File: src/source/lsu_params.svh
`ifndef LSU_PARAMS_SVH
`define LSU_PARAMS_SVH

// Reservation-station tag width
`define RSV_ID_W 4

// Core data and address width
`define DATA_W 32

// Global memory address width
`define GMEM_ADDR_W 28

// Byte-wide I/O port
`define IO_DATA_W 8

// Queue depths
`define REQ_DEPTH 4
`define CDB_DEPTH 2

`endif

File: src/source/lsu_pkg.sv
`default_nettype none

`include "lsu_params.svh"

package lsu_pkg;

   // Core opcodes seen by the load/store path and any other code acts as a no-op
   typedef enum logic [7:0] {
      I_NOP    = 8'h00,
      I_LOAD   = 8'h10,
      I_LOADB  = 8'h11,
      I_STORE  = 8'h12,
      I_STOREB = 8'h13,
      I_INPUT  = 8'h20,
      I_OUTPUT = 8'h21
   } opcode_t;

   typedef enum logic [1:0] {
      acc_load,
      acc_store,
      acc_in,
      acc_out
   } access_kind_t;

   typedef struct packed {
      logic [`RSV_ID_W-1:0]    tag;
      access_kind_t            kind;
      logic                    is_byte;
      logic [`GMEM_ADDR_W-1:0] addr;
      logic [`DATA_W-1:0]      data;
   } mem_req_t;

   typedef struct packed {
      logic [`RSV_ID_W-1:0] tag;
      logic [`DATA_W-1:0]   value;
   } cdb_entry_t;

endpackage

`default_nettype wire

File: src/source/mem_request_fifo.sv
`timescale 1ns/1ns
`default_nettype none

`include "lsu_params.svh"

module mem_request_fifo import lsu_pkg::*; #(
   parameter type T_ENTRY = mem_req_t,
   parameter int  DEPTH   = `REQ_DEPTH
) (
   input  wire logic   clk,
   input  wire logic   nrst,
   input  wire logic   i_push,
   input  wire T_ENTRY i_data,
   input  wire logic   i_pop,
   output T_ENTRY      o_data,
   output logic        o_full,
   output logic        o_empty
);

   localparam int PTR_W = (DEPTH > 1) ? $clog2(DEPTH) : 1;
   localparam int CNT_W = $clog2(DEPTH + 1);

   T_ENTRY           mem [DEPTH];
   logic [PTR_W-1:0] wr_ptr;
   logic [PTR_W-1:0] rd_ptr;
   logic [CNT_W-1:0] count;
   logic             do_push;
   logic             do_pop;

   assign o_full  = (count == CNT_W'(DEPTH));
   assign o_empty = (count == '0);
   assign do_push = i_push && !o_full;
   assign do_pop  = i_pop && !o_empty;
   assign o_data  = mem[rd_ptr];

   always_ff @(posedge clk) begin
      if (do_push) begin
         mem[wr_ptr] <= i_data;
      end
   end

   always_ff @(posedge clk) begin
      if (nrst) begin
         wr_ptr <= '0;
         rd_ptr <= '0;
         count  <= '0;
      end else begin
         if (do_push) begin
            wr_ptr <= (wr_ptr == PTR_W'(DEPTH - 1)) ? '0 : wr_ptr + 1'b1;
         end
         if (do_pop) begin
            rd_ptr <= (rd_ptr == PTR_W'(DEPTH - 1)) ? '0 : rd_ptr + 1'b1;
         end
         // Occupancy only moves when exactly one side is active
         if (do_push && !do_pop) begin
            count <= count + 1'b1;
         end else if (do_pop && !do_push) begin
            count <= count - 1'b1;
         end
      end
   end

endmodule

`default_nettype wire

File: src/source/mem_issue_stage.sv
`timescale 1ns/1ns
`default_nettype none

`include "lsu_params.svh"

module mem_issue_stage import lsu_pkg::*; (
   input  wire logic                   clk,
   input  wire logic                   nrst,
   input  wire logic                   i_valid,
   input  wire logic [`RSV_ID_W-1:0]   i_rsv_id,
   input  wire opcode_t                i_opcode,
   input  wire logic [`DATA_W-1:0]     i_address,
   input  wire logic [`DATA_W-1:0]     i_data,
   input  wire logic                   i_fifo_full,
   output logic                        o_ready,
   output logic                        o_push,
   output mem_req_t                    o_req
);

   access_kind_t kind;
   logic         is_byte;
   logic         is_mem;
   logic         ready_en;
   logic         pending;
   logic         accept;
   mem_req_t     req_q;

   always_comb begin
      kind    = acc_load;
      is_byte = 1'b0;
      is_mem  = 1'b1;
      case (i_opcode)
         I_LOAD:   kind = acc_load;
         I_LOADB: begin
            kind    = acc_load;
            is_byte = 1'b1;
         end
         I_STORE:  kind = acc_store;
         I_STOREB: begin
            kind    = acc_store;
            is_byte = 1'b1;
         end
         I_INPUT:  kind = acc_in;
         I_OUTPUT: kind = acc_out;
         default:  is_mem = 1'b0;
      endcase
   end

   // Held entry waits here while the queue is full
   assign o_ready = ready_en && !i_fifo_full;
   assign o_push  = pending && !i_fifo_full;
   assign o_req   = req_q;
   assign accept  = i_valid && o_ready;

   always_ff @(posedge clk) begin
      if (nrst) begin
         ready_en <= 1'b0;
         pending  <= 1'b0;
      end else begin
         ready_en <= 1'b1;
         if (accept) begin
            pending <= is_mem;
         end else if (o_push) begin
            pending <= 1'b0;
         end
      end
   end

   always_ff @(posedge clk) begin
      if (accept && is_mem) begin
         req_q.tag     <= i_rsv_id;
         req_q.kind    <= kind;
         req_q.is_byte <= is_byte;
         req_q.addr    <= i_address[`GMEM_ADDR_W-1:0];
         req_q.data    <= i_data;
      end
   end

endmodule

`default_nettype wire

File: src/source/memory_management_unit.sv
`timescale 1ns/1ns
`default_nettype none

`include "lsu_params.svh"

module memory_management_unit import lsu_pkg::*; (
   input  wire logic                     clk,
   input  wire logic                     nrst,

   input  wire mem_req_t                 i_req,
   input  wire logic                     i_req_empty,
   output logic                          o_req_pop,

   input  wire logic                     i_cdb_full,
   output logic                          o_cdb_push,
   output cdb_entry_t                    o_cdb_entry,

   output logic [`GMEM_ADDR_W-1:0]       o_gm_awaddr,
   output logic                          o_gm_awvalid,
   input  wire logic                     i_gm_awready,
   output logic [`DATA_W-1:0]            o_gm_wdata,
   output logic [`DATA_W/8-1:0]          o_gm_wstrb,
   output logic                          o_gm_wvalid,
   input  wire logic                     i_gm_wready,

   output logic [`GMEM_ADDR_W-1:0]       o_gm_araddr,
   output logic                          o_gm_arvalid,
   input  wire logic                     i_gm_arready,
   input  wire logic [`DATA_W-1:0]       i_gm_rdata,
   input  wire logic                     i_gm_rvalid,
   output logic                          o_gm_rready,

   output logic [`IO_DATA_W-1:0]         o_io_wdata,
   output logic                          o_io_wvalid,
   input  wire logic                     i_io_wready,
   input  wire logic [`IO_DATA_W-1:0]    i_io_rdata,
   input  wire logic                     i_io_rvalid,
   output logic                          o_io_rready
);

   localparam int STRB_W = `DATA_W / 8;

   typedef enum logic [2:0] {
      st_idle,
      st_wr_addr,
      st_wr_data,
      st_rd_addr,
      st_rd_data,
      st_io_out,
      st_io_in
   } mmu_state_t;

   mmu_state_t               state;
   mmu_state_t               state_n;
   mem_req_t                 req_q;
   logic [`GMEM_ADDR_W-1:0]  word_addr;
   logic [7:0]               rd_byte;
   logic                     rd_take;
   logic                     in_take;

   assign o_req_pop = (state == st_idle) && !i_req_empty;

   // Memory sees word addresses and lanes are picked by strobes
   assign word_addr   = {req_q.addr[`GMEM_ADDR_W-1:2], 2'b00};
   assign o_gm_awaddr = word_addr;
   assign o_gm_araddr = word_addr;

   assign o_gm_awvalid = (state == st_wr_addr);
   assign o_gm_wvalid  = (state == st_wr_data);
   assign o_gm_arvalid = (state == st_rd_addr);
   assign o_io_wvalid  = (state == st_io_out);
   assign o_io_wdata   = req_q.data[`IO_DATA_W-1:0];

   always_comb begin
      if (req_q.is_byte) begin
         o_gm_wdata = {STRB_W{req_q.data[7:0]}};
         o_gm_wstrb = STRB_W'(1) << req_q.addr[1:0];
      end else begin
         o_gm_wdata = req_q.data;
         o_gm_wstrb = '1;
      end
   end

   // Read and input data only taken when the result has somewhere to go
   assign o_gm_rready = (state == st_rd_data) && !i_cdb_full;
   assign o_io_rready = (state == st_io_in) && !i_cdb_full;
   assign rd_take     = i_gm_rvalid && o_gm_rready;
   assign in_take     = i_io_rvalid && o_io_rready;
   assign o_cdb_push  = rd_take || in_take;

   assign rd_byte = i_gm_rdata[8*req_q.addr[1:0] +: 8];

   always_comb begin
      o_cdb_entry.tag = req_q.tag;
      if (state == st_io_in) begin
         o_cdb_entry.value = {{(`DATA_W-`IO_DATA_W){1'b0}}, i_io_rdata};
      end else if (req_q.is_byte) begin
         o_cdb_entry.value = {{(`DATA_W-8){1'b0}}, rd_byte};
      end else begin
         o_cdb_entry.value = i_gm_rdata;
      end
   end

   always_comb begin
      state_n = state;
      case (state)
         st_idle: begin
            if (!i_req_empty) begin
               case (i_req.kind)
                  acc_store: state_n = st_wr_addr;
                  acc_load:  state_n = st_rd_addr;
                  acc_out:   state_n = st_io_out;
                  default:   state_n = st_io_in;
               endcase
            end
         end
         st_wr_addr: begin
            if (i_gm_awready) begin
               state_n = st_wr_data;
            end
         end
         st_wr_data: begin
            if (i_gm_wready) begin
               state_n = st_idle;
            end
         end
         st_rd_addr: begin
            if (i_gm_arready) begin
               state_n = st_rd_data;
            end
         end
         st_rd_data: begin
            if (rd_take) begin
               state_n = st_idle;
            end
         end
         st_io_out: begin
            if (i_io_wready) begin
               state_n = st_idle;
            end
         end
         st_io_in: begin
            if (in_take) begin
               state_n = st_idle;
            end
         end
         default: state_n = st_idle;
      endcase
   end

   always_ff @(posedge clk) begin
      if (nrst) begin
         state <= st_idle;
      end else begin
         state <= state_n;
      end
   end

   always_ff @(posedge clk) begin
      if (o_req_pop) begin
         req_q <= i_req;
      end
   end

endmodule

`default_nettype wire

File: src/source/lsu_top.sv
`timescale 1ns/1ns
`default_nettype none

`include "lsu_params.svh"

module lsu_top import lsu_pkg::*; (
   input  wire logic                     clk,
   input  wire logic                     nrst,

   input  wire logic                     i_valid,
   input  wire logic [`RSV_ID_W-1:0]     i_rsv_id,
   input  wire opcode_t                  i_opcode,
   input  wire logic [`DATA_W-1:0]       i_address,
   input  wire logic [`DATA_W-1:0]       i_data,
   output logic                          o_ready,

   output logic                          o_cdb_valid,
   output logic [`RSV_ID_W-1:0]          o_cdb_rsv_id,
   output logic [`DATA_W-1:0]            o_cdb_value,
   input  wire logic                     i_cdb_ready,

   output logic [`GMEM_ADDR_W-1:0]       o_gm_awaddr,
   output logic                          o_gm_awvalid,
   input  wire logic                     i_gm_awready,
   output logic [`DATA_W-1:0]            o_gm_wdata,
   output logic [`DATA_W/8-1:0]          o_gm_wstrb,
   output logic                          o_gm_wvalid,
   input  wire logic                     i_gm_wready,
   output logic [`GMEM_ADDR_W-1:0]       o_gm_araddr,
   output logic                          o_gm_arvalid,
   input  wire logic                     i_gm_arready,
   input  wire logic [`DATA_W-1:0]       i_gm_rdata,
   input  wire logic                     i_gm_rvalid,
   output logic                          o_gm_rready,

   output logic [`IO_DATA_W-1:0]         o_io_wdata,
   output logic                          o_io_wvalid,
   input  wire logic                     i_io_wready,
   input  wire logic [`IO_DATA_W-1:0]    i_io_rdata,
   input  wire logic                     i_io_rvalid,
   output logic                          o_io_rready
);

   mem_req_t   issue_req;
   logic       issue_push;
   mem_req_t   req_head;
   logic       req_full;
   logic       req_empty;
   logic       req_pop;
   cdb_entry_t mmu_result;
   logic       cdb_push;
   cdb_entry_t cdb_head;
   logic       cdb_full;
   logic       cdb_empty;
   logic       cdb_pop;

   mem_issue_stage u_issue (
      .clk         (clk),
      .nrst        (nrst),
      .i_valid     (i_valid),
      .i_rsv_id    (i_rsv_id),
      .i_opcode    (i_opcode),
      .i_address   (i_address),
      .i_data      (i_data),
      .i_fifo_full (req_full),
      .o_ready     (o_ready),
      .o_push      (issue_push),
      .o_req       (issue_req)
   );

   mem_request_fifo #(.T_ENTRY(mem_req_t), .DEPTH(`REQ_DEPTH)) u_req_fifo (
      .clk     (clk),
      .nrst    (nrst),
      .i_push  (issue_push),
      .i_data  (issue_req),
      .i_pop   (req_pop),
      .o_data  (req_head),
      .o_full  (req_full),
      .o_empty (req_empty)
   );

   memory_management_unit u_mmu (
      .clk          (clk),
      .nrst         (nrst),
      .i_req        (req_head),
      .i_req_empty  (req_empty),
      .o_req_pop    (req_pop),
      .i_cdb_full   (cdb_full),
      .o_cdb_push   (cdb_push),
      .o_cdb_entry  (mmu_result),
      .o_gm_awaddr  (o_gm_awaddr),
      .o_gm_awvalid (o_gm_awvalid),
      .i_gm_awready (i_gm_awready),
      .o_gm_wdata   (o_gm_wdata),
      .o_gm_wstrb   (o_gm_wstrb),
      .o_gm_wvalid  (o_gm_wvalid),
      .i_gm_wready  (i_gm_wready),
      .o_gm_araddr  (o_gm_araddr),
      .o_gm_arvalid (o_gm_arvalid),
      .i_gm_arready (i_gm_arready),
      .i_gm_rdata   (i_gm_rdata),
      .i_gm_rvalid  (i_gm_rvalid),
      .o_gm_rready  (o_gm_rready),
      .o_io_wdata   (o_io_wdata),
      .o_io_wvalid  (o_io_wvalid),
      .i_io_wready  (i_io_wready),
      .i_io_rdata   (i_io_rdata),
      .i_io_rvalid  (i_io_rvalid),
      .o_io_rready  (o_io_rready)
   );

   mem_request_fifo #(.T_ENTRY(cdb_entry_t), .DEPTH(`CDB_DEPTH)) u_cdb_fifo (
      .clk     (clk),
      .nrst    (nrst),
      .i_push  (cdb_push),
      .i_data  (mmu_result),
      .i_pop   (cdb_pop),
      .o_data  (cdb_head),
      .o_full  (cdb_full),
      .o_empty (cdb_empty)
   );

   // Result bus is served straight from the queue head
   assign o_cdb_valid  = !cdb_empty;
   assign o_cdb_rsv_id = cdb_head.tag;
   assign o_cdb_value  = cdb_head.value;
   assign cdb_pop      = o_cdb_valid && i_cdb_ready;

endmodule

`default_nettype wire

File: config.mk
export PLATFORM = sky130hd
export DESIGN_NAME = lsu_top
export DESIGN_NICKNAME = d
export VERILOG_FILES = /design/src/source/lsu_pkg.sv /design/src/source/mem_request_fifo.sv /design/src/source/mem_issue_stage.sv /design/src/source/memory_management_unit.sv /design/src/source/lsu_top.sv
export VERILOG_INCLUDE_DIRS = /design/src /design/src/source
export SDC_FILE = /design/constraint.sdc
export NUM_CORES = 1
export LEC_CHECK = 0
export ABC_CLOCK_PERIOD_IN_PS = 4500
export BUFFER_PORTS_ARGS = -buffer_cell sky130_fd_sc_hd__buf_2
export CAP_MARGIN = 20
export CELL_PAD_IN_SITES_DETAIL_PLACEMENT = 1
export CELL_PAD_IN_SITES_GLOBAL_PLACEMENT = 1
export CORE_ASPECT_RATIO = 0.6
export CORE_MARGIN = 10
export CORE_UTILIZATION = 30
export CTS_CLUSTER_DIAMETER = 120
export DETAILED_ROUTE_END_ITERATION = 12
export PLACE_DENSITY_LB_ADDON = 0.05
export SETUP_SLACK_MARGIN = 0.15
export SLEW_MARGIN = 10
export SYNTH_ARGS = -nofsm -noshare
export SYNTH_HDL_FRONTEND = slang
export SYNTH_HIERARCHICAL = 1
export SYNTH_SLANG_ARGS = --single-unit
File: constraint.sdc
create_clock -name clk -period 4.5 [get_ports clk]
set_input_delay 0 -clock clk [delete_from_list [all_inputs] [get_ports clk]]
set_output_delay 0 -clock clk [all_outputs]
set_load 0.02 [all_outputs]
After elaboration in Yosys (flattened, before gate mapping)
Memory sizes are Yosys's and may differ from the RTL's. A register that Yosys moved wholly into a read port is not among the register bits. Cells that the tools add are included.

Memories: 2. RAM bits: 340. Register bits after elaboration: 148.

Equality and inequality tests: 25. Shift-type cells: 2. Mux-type cells: 35. Reductions and logical operators: 38. Add/sub/neg operators: 8.

Memory list: u_req_fifo.mem (words 4, bits a word 67, read ports 1, clocked after Yosys merged registers in 1, write ports 1, RTL line mem_request_fifo.sv:23) `T_ENTRY mem [DEPTH];`; u_cdb_fifo.mem (words 2, bits a word 36, read ports 1, clocked after Yosys merged registers in 1, write ports 1, RTL line mem_request_fifo.sv:23).

Operators with widths (number): two-way mux 32 bit (3); equality test 8 x 5 -> 1 bit, second input constant (4); variable part select 32 x 6 -> 8 bit (1); two-way mux 3 bit (9); one-hot mux 3 bit (7 select lines) (1); logical AND 1 bit (18); equality test 8 x 6 -> 1 bit, second input constant (2); two-way mux 1 bit (13); equality test 3 bit, second input constant (4); two-way mux 2 bit (6); != test 2 x 1 -> 1 bit, second input constant (6); one-hot mux 3 bit (3 select lines) (1); equality test 2 bit, second input constant (4); logical NOT 1 bit (8); AND reduction 7 bit (1); adder 2 x 1 -> 2 bit, second input constant (3); equality test 3 x 2 -> 1 bit, second input constant (2); logical NOT 3 bit (2); one-hot mux 2 bit (3 select lines) (1); nonzero test 2 bit (3); OR reduction 6 bit (1); logical NOT 2 bit (2); two-way mux 4 bit (1); OR reduction 2 bit (2); other kinds (9) (10).

Longest topological paths before layout
Depth after elaboration: 10. Gate-level depth with buffers: 12.

Modules after synthesis
Netlist, hierarchy kept.

By module, submodules not included: mem_request_fifo (u_req_fifo) (cells each 400, instances 1, sequential area each 8227.9 um2, area an instance 10172.3 um2); memory_management_unit (cells each 323, instances 1, sequential area each 2011.9 um2, area an instance 3643.5 um2); mem_request_fifo (u_cdb_fifo) (cells each 137, instances 1, sequential area each 2262.2 um2, area an instance 2807.7 um2); mem_issue_stage (cells each 82, instances 1, sequential area each 2052.0 um2, area an instance 2163.3 um2); lsu_top (cells each 2, instances 1, sequential area each 0.0 um2, area an instance 10.0 um2).

Least setup slack after synthesis
OpenSTA, ideal clock, no wires.

Kind: flip-flop to flip-flop. Start point: register u_mmu.state[1]. End point: register u_req_fifo.count[2]. Data arrival time: 4.348 ns. Required time: 4.430 ns. Cell stages (with the launch flop): 11. Setup time: 0.070 ns. Buffers on the path: 2. Slack: 0.082 ns. Period minus slack after synthesis: 4.418 ns. Path through: dfxtp_1 buf_6 buf_6 nor4_4 o31ai_1 ha_1 inv_1 fa_1 xor2_1 or3_1 a21oi_1.

Word-level cells in the longest chain between the ends: 6.

Ends and longest elaborated chain: start: declaration (RTL line memory_management_unit.sv:53) `mmu_state_t state;`; start signal: assignment (RTL line memory_management_unit.sv:153) `state <= st_idle;`; start signal: assignment (RTL line memory_management_unit.sv:155) `state <= state_n;`; logical NOT 3 bit * (RTL line memory_management_unit.sv:61) `assign o_req_pop = (state == st_idle) && !i_req_empty;`; logical AND 1 bit * (RTL line memory_management_unit.sv:61); via req_pop (RTL line lsu_top.sv:49) `logic req_pop;`; logical AND 1 bit * (RTL line mem_request_fifo.sv:33) `assign do_pop = i_pop && !o_empty;`; logical NOT 1 bit (RTL line mem_request_fifo.sv:55) `if (do_push && !do_pop) begin`; logical AND 1 bit (RTL line mem_request_fifo.sv:55); two-way mux 3 bit or nonzero test 2 bit (tied branches); end signal: assignment (RTL line mem_request_fifo.sv:56) `count <= count + 1'b1;`; end signal: assignment (RTL line mem_request_fifo.sv:58) `count <= count - 1'b1;`; end: declaration (RTL line mem_request_fifo.sv:26) `logic [CNT_W-1:0] count;`.

The timed path passes the listed nets; every way through them passes the cells marked *. A chain may end at the register's enable or synchronous reset.

Final worst setup path
Start point: register u_mmu.state[1]. End point: memory u_cdb_fifo/mem[0][22] (netlist bit), enable pin.

Word-level cells in the longest chain between the ends: 7.

Ends and longest elaborated chain: equality test 3 bit (on tied branches) (RTL line memory_management_unit.sv:85, memory_management_unit.sv:86); logical AND 1 bit (on tied branches) (RTL line memory_management_unit.sv:85, memory_management_unit.sv:86); logical AND 1 bit (on tied branches) (RTL line memory_management_unit.sv:87, memory_management_unit.sv:88); logical OR 1 bit * (RTL line memory_management_unit.sv:89) `assign o_cdb_push = rd_take || in_take;`; via cdb_push (RTL line lsu_top.sv:51) `logic cdb_push;`; logical AND 1 bit * (RTL line mem_request_fifo.sv:32) `assign do_push = i_push && !o_full;`; two-way mux 1 bit * (RTL line mem_request_fifo.sv:37) `if (do_push) begin`; two-way mux 1 bit (implied by the code) * (RTL line mem_request_fifo.sv:38) `mem[wr_ptr] <= i_data;`; end: declaration (RTL line mem_request_fifo.sv:23).

Marks and branches as above.

==> metrics.csv <==
metric,value,unit
Layout Nets,1416,
Pleak,0.00805,uW
register bit total from synthesis,491,
WS Path Type,flip-flop to flip-flop,
overall routing resource usage,12.7,%
Final Max Slew Viols,0,
period utilisation layout,72.3,%
I/O Buffers,261,
final WL,47.8,mm
I/O pin count,270,
cell row count,70,
overall power,9320,uW
CTS sink cnt,491,
multi-input logic area,0.00331,mm^2
run status,"finished, final reports clean",
vias in the first global route,10500,
fmax,307,MHz
DRT antenna net count,0,
Slew @ Worst Pin,0.848,ns
post-route minimum period,3.25,ns
Bufs and invs on worst path,5,
RSZ-0062 raised after global routing,no,
Startpoint Class,flip-flop,
slowest CP cell,dfxtp_1,
drt drc,0,
Slew HR,43.5,%
Post-DP HPWL,29.3,mm
core area,0.0615,mm^2
required time of the critical path,4.72,ns
Starting Density,30.6,%
gp weighted congestion,0.691,
Netlist Area Pre-Place,0.0188,mm^2
TritonCTS clock tree,built,
Cells after Synth,944,
kind of end point of the critical path,flip-flop,
max_cap viols,0,
global-route wire length before repair,70.3,mm
share of layout cells above drive strength 1,35.7,%
synthesized area per cell,19.9,um^2
DR iter-0 viols,494,
"Remaining Overflow, GRT",0,
Die W,343,um
Crit path largest cell delay,0.72,ns
Hold Path Class,primary input to flip-flop,
drt via density,4.41,
Area growth syn-to-layout,24.2,%
Clock Latency Late Sink,0.59,ns
Top Family by Delay on Critical Path,buffers and inverters,
Max Buffers Root-to-Sink,3,
Pwr Density,399,mW/mm^2
"Reg clk slew, reported paths",0.07,ns
# resized after CTS,0,
"critical path fanouts, max",36,
die area,0.0734,mm^2
root buffer cell,clkbuf_16,
synth warn,6,
H-tree Lvls,2,
largest net degree at the start of global routing,68,
Peak VDD IR,243,uV
drt pass-1 iters,4,
Die H,214,um
total number of vias,9498,
total CTS buffers,49,
Setup Skew,0.0176,ns
antenna violations before repair,2,
fillers,6125,
Finish-stage setup viols,0,
crit path cell chain,nand3b_2 > buf_4 > nor2_1 > a22o_1 > dlygate4sd3_1 > inv_1 > or3_1 > inv_1 > buf_4,
post-synth cell types,54,
storage element area,0.0146,mm^2
Fin. Hold Viols,0,
WL per Instance,22.2,um
Worst Path Arrival,3.48,ns
final core area utilization,38.0,%
setup_tns,0,ns
sequential fraction of the synthesis area,77.4,%
## tightest hold or removal path: stages
cell	delay (ns)
buf_2	0.11
inv_1	0.04
o21ai_0	0.06
nor4bb_1	0.14
a211o_1	0.25
## power breakdown
part	internal, uW	switching (uW)
combinational	120	82.9
sequential	4960	5.40
clock	2400	1760
total	7470	1850
## cells in the final DEF (no fill, tap or decap), drive strengths merged, types with 2 or more instances in the layout
| master | netlist | routed |
|---|---|---|
| nand3 | 2 | 2 |
| nor2 | 21 | 21 |
| nor3 | 2 | 2 |
| o31ai | 2 | 2 |
| and3 | 5 | 5 |
| nor3b | 2 | 2 |
| edfxtp | 472 | 472 |
| bufinv | 0 | 6 |
| clkbuf | 10 | 55 |
| or3 | 4 | 4 |
| conb | 1 | 4 |
| xor2 | 5 | 5 |
| a22oi | 9 | 9 |
| dlygate4sd3 | 0 | 120 |
| nand2b | 4 | 4 |
| ha | 7 | 7 |
| clkinvlp | 0 | 2 |
| a211o | 2 | 2 |
| o21ai | 35 | 35 |
| and3b | 2 | 2 |
| buf | 102 | 276 |
| nor4 | 2 | 2 |
| nor4b | 2 | 2 |
| and2 | 27 | 27 |
| nor2b | 7 | 7 |
| or3b | 2 | 2 |
| inv | 36 | 37 |
| a21oi | 16 | 16 |
| mux2i | 12 | 12 |
| o2bb2ai | 7 | 7 |
| nand2 | 13 | 13 |
| dfxtp | 19 | 19 |
| mux2 | 36 | 36 |
| mux4 | 67 | 67 |
| clkinv | 0 | 28 |
## stage by stage
| stage | hold WS (ns) | instances | area, um^2 | worst slack (ns) |
|---|---|---|---|---|
| 2_1_floorplan | 0.0691 | 947 | 18800 | 0.165 |
| 3_3_place_gp | 0.177 | 1939 | 20500 | 1.72 |
| 5_1_grt | 0.0879 | 2152 | 23300 | 0.993 |
| 3_5_place_dp | 0.179 | 1939 | 20500 | 1.58 |
| 6_report | 0.0700 | 2152 | 23300 | 1.25 |
| 4_1_cts | 0.0294 | 2151 | 23300 | 1.23 |
## cell families (layout without fill, tap and decap cells)
kind of cell               Yosys count  count (layout)  share of synthesized area [%]
AOI/OAI and AO/OA                   77              77                           2.54
muxes                              115             115                           10.8
buffers and inverters              148             524                           5.14
other                                1               5                         0.0200
adders and majority gates            8               8                          0.572
xor gates and xnor gates             5               5                          0.233
and+or+nand+nor                     99              99                           3.24
DFF                                491             491                           77.4
## per-layer routing
| metal | GRT usage [%] | vias up | part of all wire (%) |
|---|---|---|---|
| met3 | 2.67 | 66 | 4.2 |
| met5 | 0 | - | 0 |
| met4 | 3.17 | 0 | 1.7 |
| met1 | 17.6 | 4981 | 47 |
| li1 | - | 4296 | - |
| met2 | 20.3 | 155 | 47 |
## cell usage after synthesis, drive strengths merged
master	n	area share [%]
fa	1	0.11
or2	1	0.033
nand2b	4	0.13
conb	1	0.020
o2bb2ai	7	0.33
and3b	2	0.093
and2b	1	0.040
a22oi	9	0.36
nor2	21	0.42
nor4bb	1	0.053
nor4	2	0.23
buf	102	4.2
a31oi	1	0.033
o21a	1	0.040
nor2b	7	0.25
o211ai	1	0.040
inv	36	0.72
o2111a	1	0.067
mux2	36	2.2
ha	7	0.47
a2111oi	1	0.053
mux2i	12	0.64
nor4b	2	0.16
and2	27	0.91
mux4	67	8.0
nand3b	1	0.060
clkbuf	10	0.21
xor2	5	0.23
o21ai	35	0.95
edfxtp	472	75
or3b	2	0.093
or3	4	0.13
a22o	1	0.047
nor3b	2	0.11
nand3	2	0.053
o31ai	2	0.11
a211o	2	0.093
nand2	13	0.26
and3	5	0.17
dfxtp	19	2.0
a21oi	16	0.43
nor3	2	0.053
## what timing repair did
item,in CTS,in global routing
hold buffers,120,0
buffers inserted,0,0
hold endpoints to repair,150,0
## registers in the layout, indices dropped and copies added, names as in the netlist, 2 cells and up, named ones only
signal,cells
u_cdb_fifo/count,2
u_cdb_fifo/mem,72
u_issue/o_req,67
u_mmu/o_cdb_entry,4
u_mmu/o_gm_araddr,26
u_mmu/o_io_wdata,8
u_mmu/req_q,27
u_mmu/state,3
u_req_fifo/count,3
u_req_fifo/mem,268
u_req_fifo/rd_ptr,2
u_req_fifo/wr_ptr,2
## worst paths after layout
| kind | slack, ns | endpoint | from | depth (start not counted) |
|---|---|---|---|---|
| worst min-delay path | 0.07 | u_mmu/state[1] | i_gm_awready | 5 |
| worst max-delay path | 1.25 | u_cdb_fifo/mem[0][22] | u_mmu/state[1] | 9 |
| worst min register to register | 0.45 | u_cdb_fifo/mem[0][34] | u_mmu/o_cdb_entry[34] | 0 |
| worst max register to register | 1.25 | u_cdb_fifo/mem[0][22] | u_mmu/state[1] | 9 |
## area by class of cell
type | instances | share of cell area, %
diodes | 1 | 0.0107
clock buffers | 55 | 5.53
clock inverters | 37 | 1.38
inverters | 36 | 0.579
multi-input cells | 308 | 14.2
flip-flops and latches | 491 | 62.4
well taps | 828 | 4.44
repair buffers | 396 | 11.5
(Power assumes the default switching activity.)
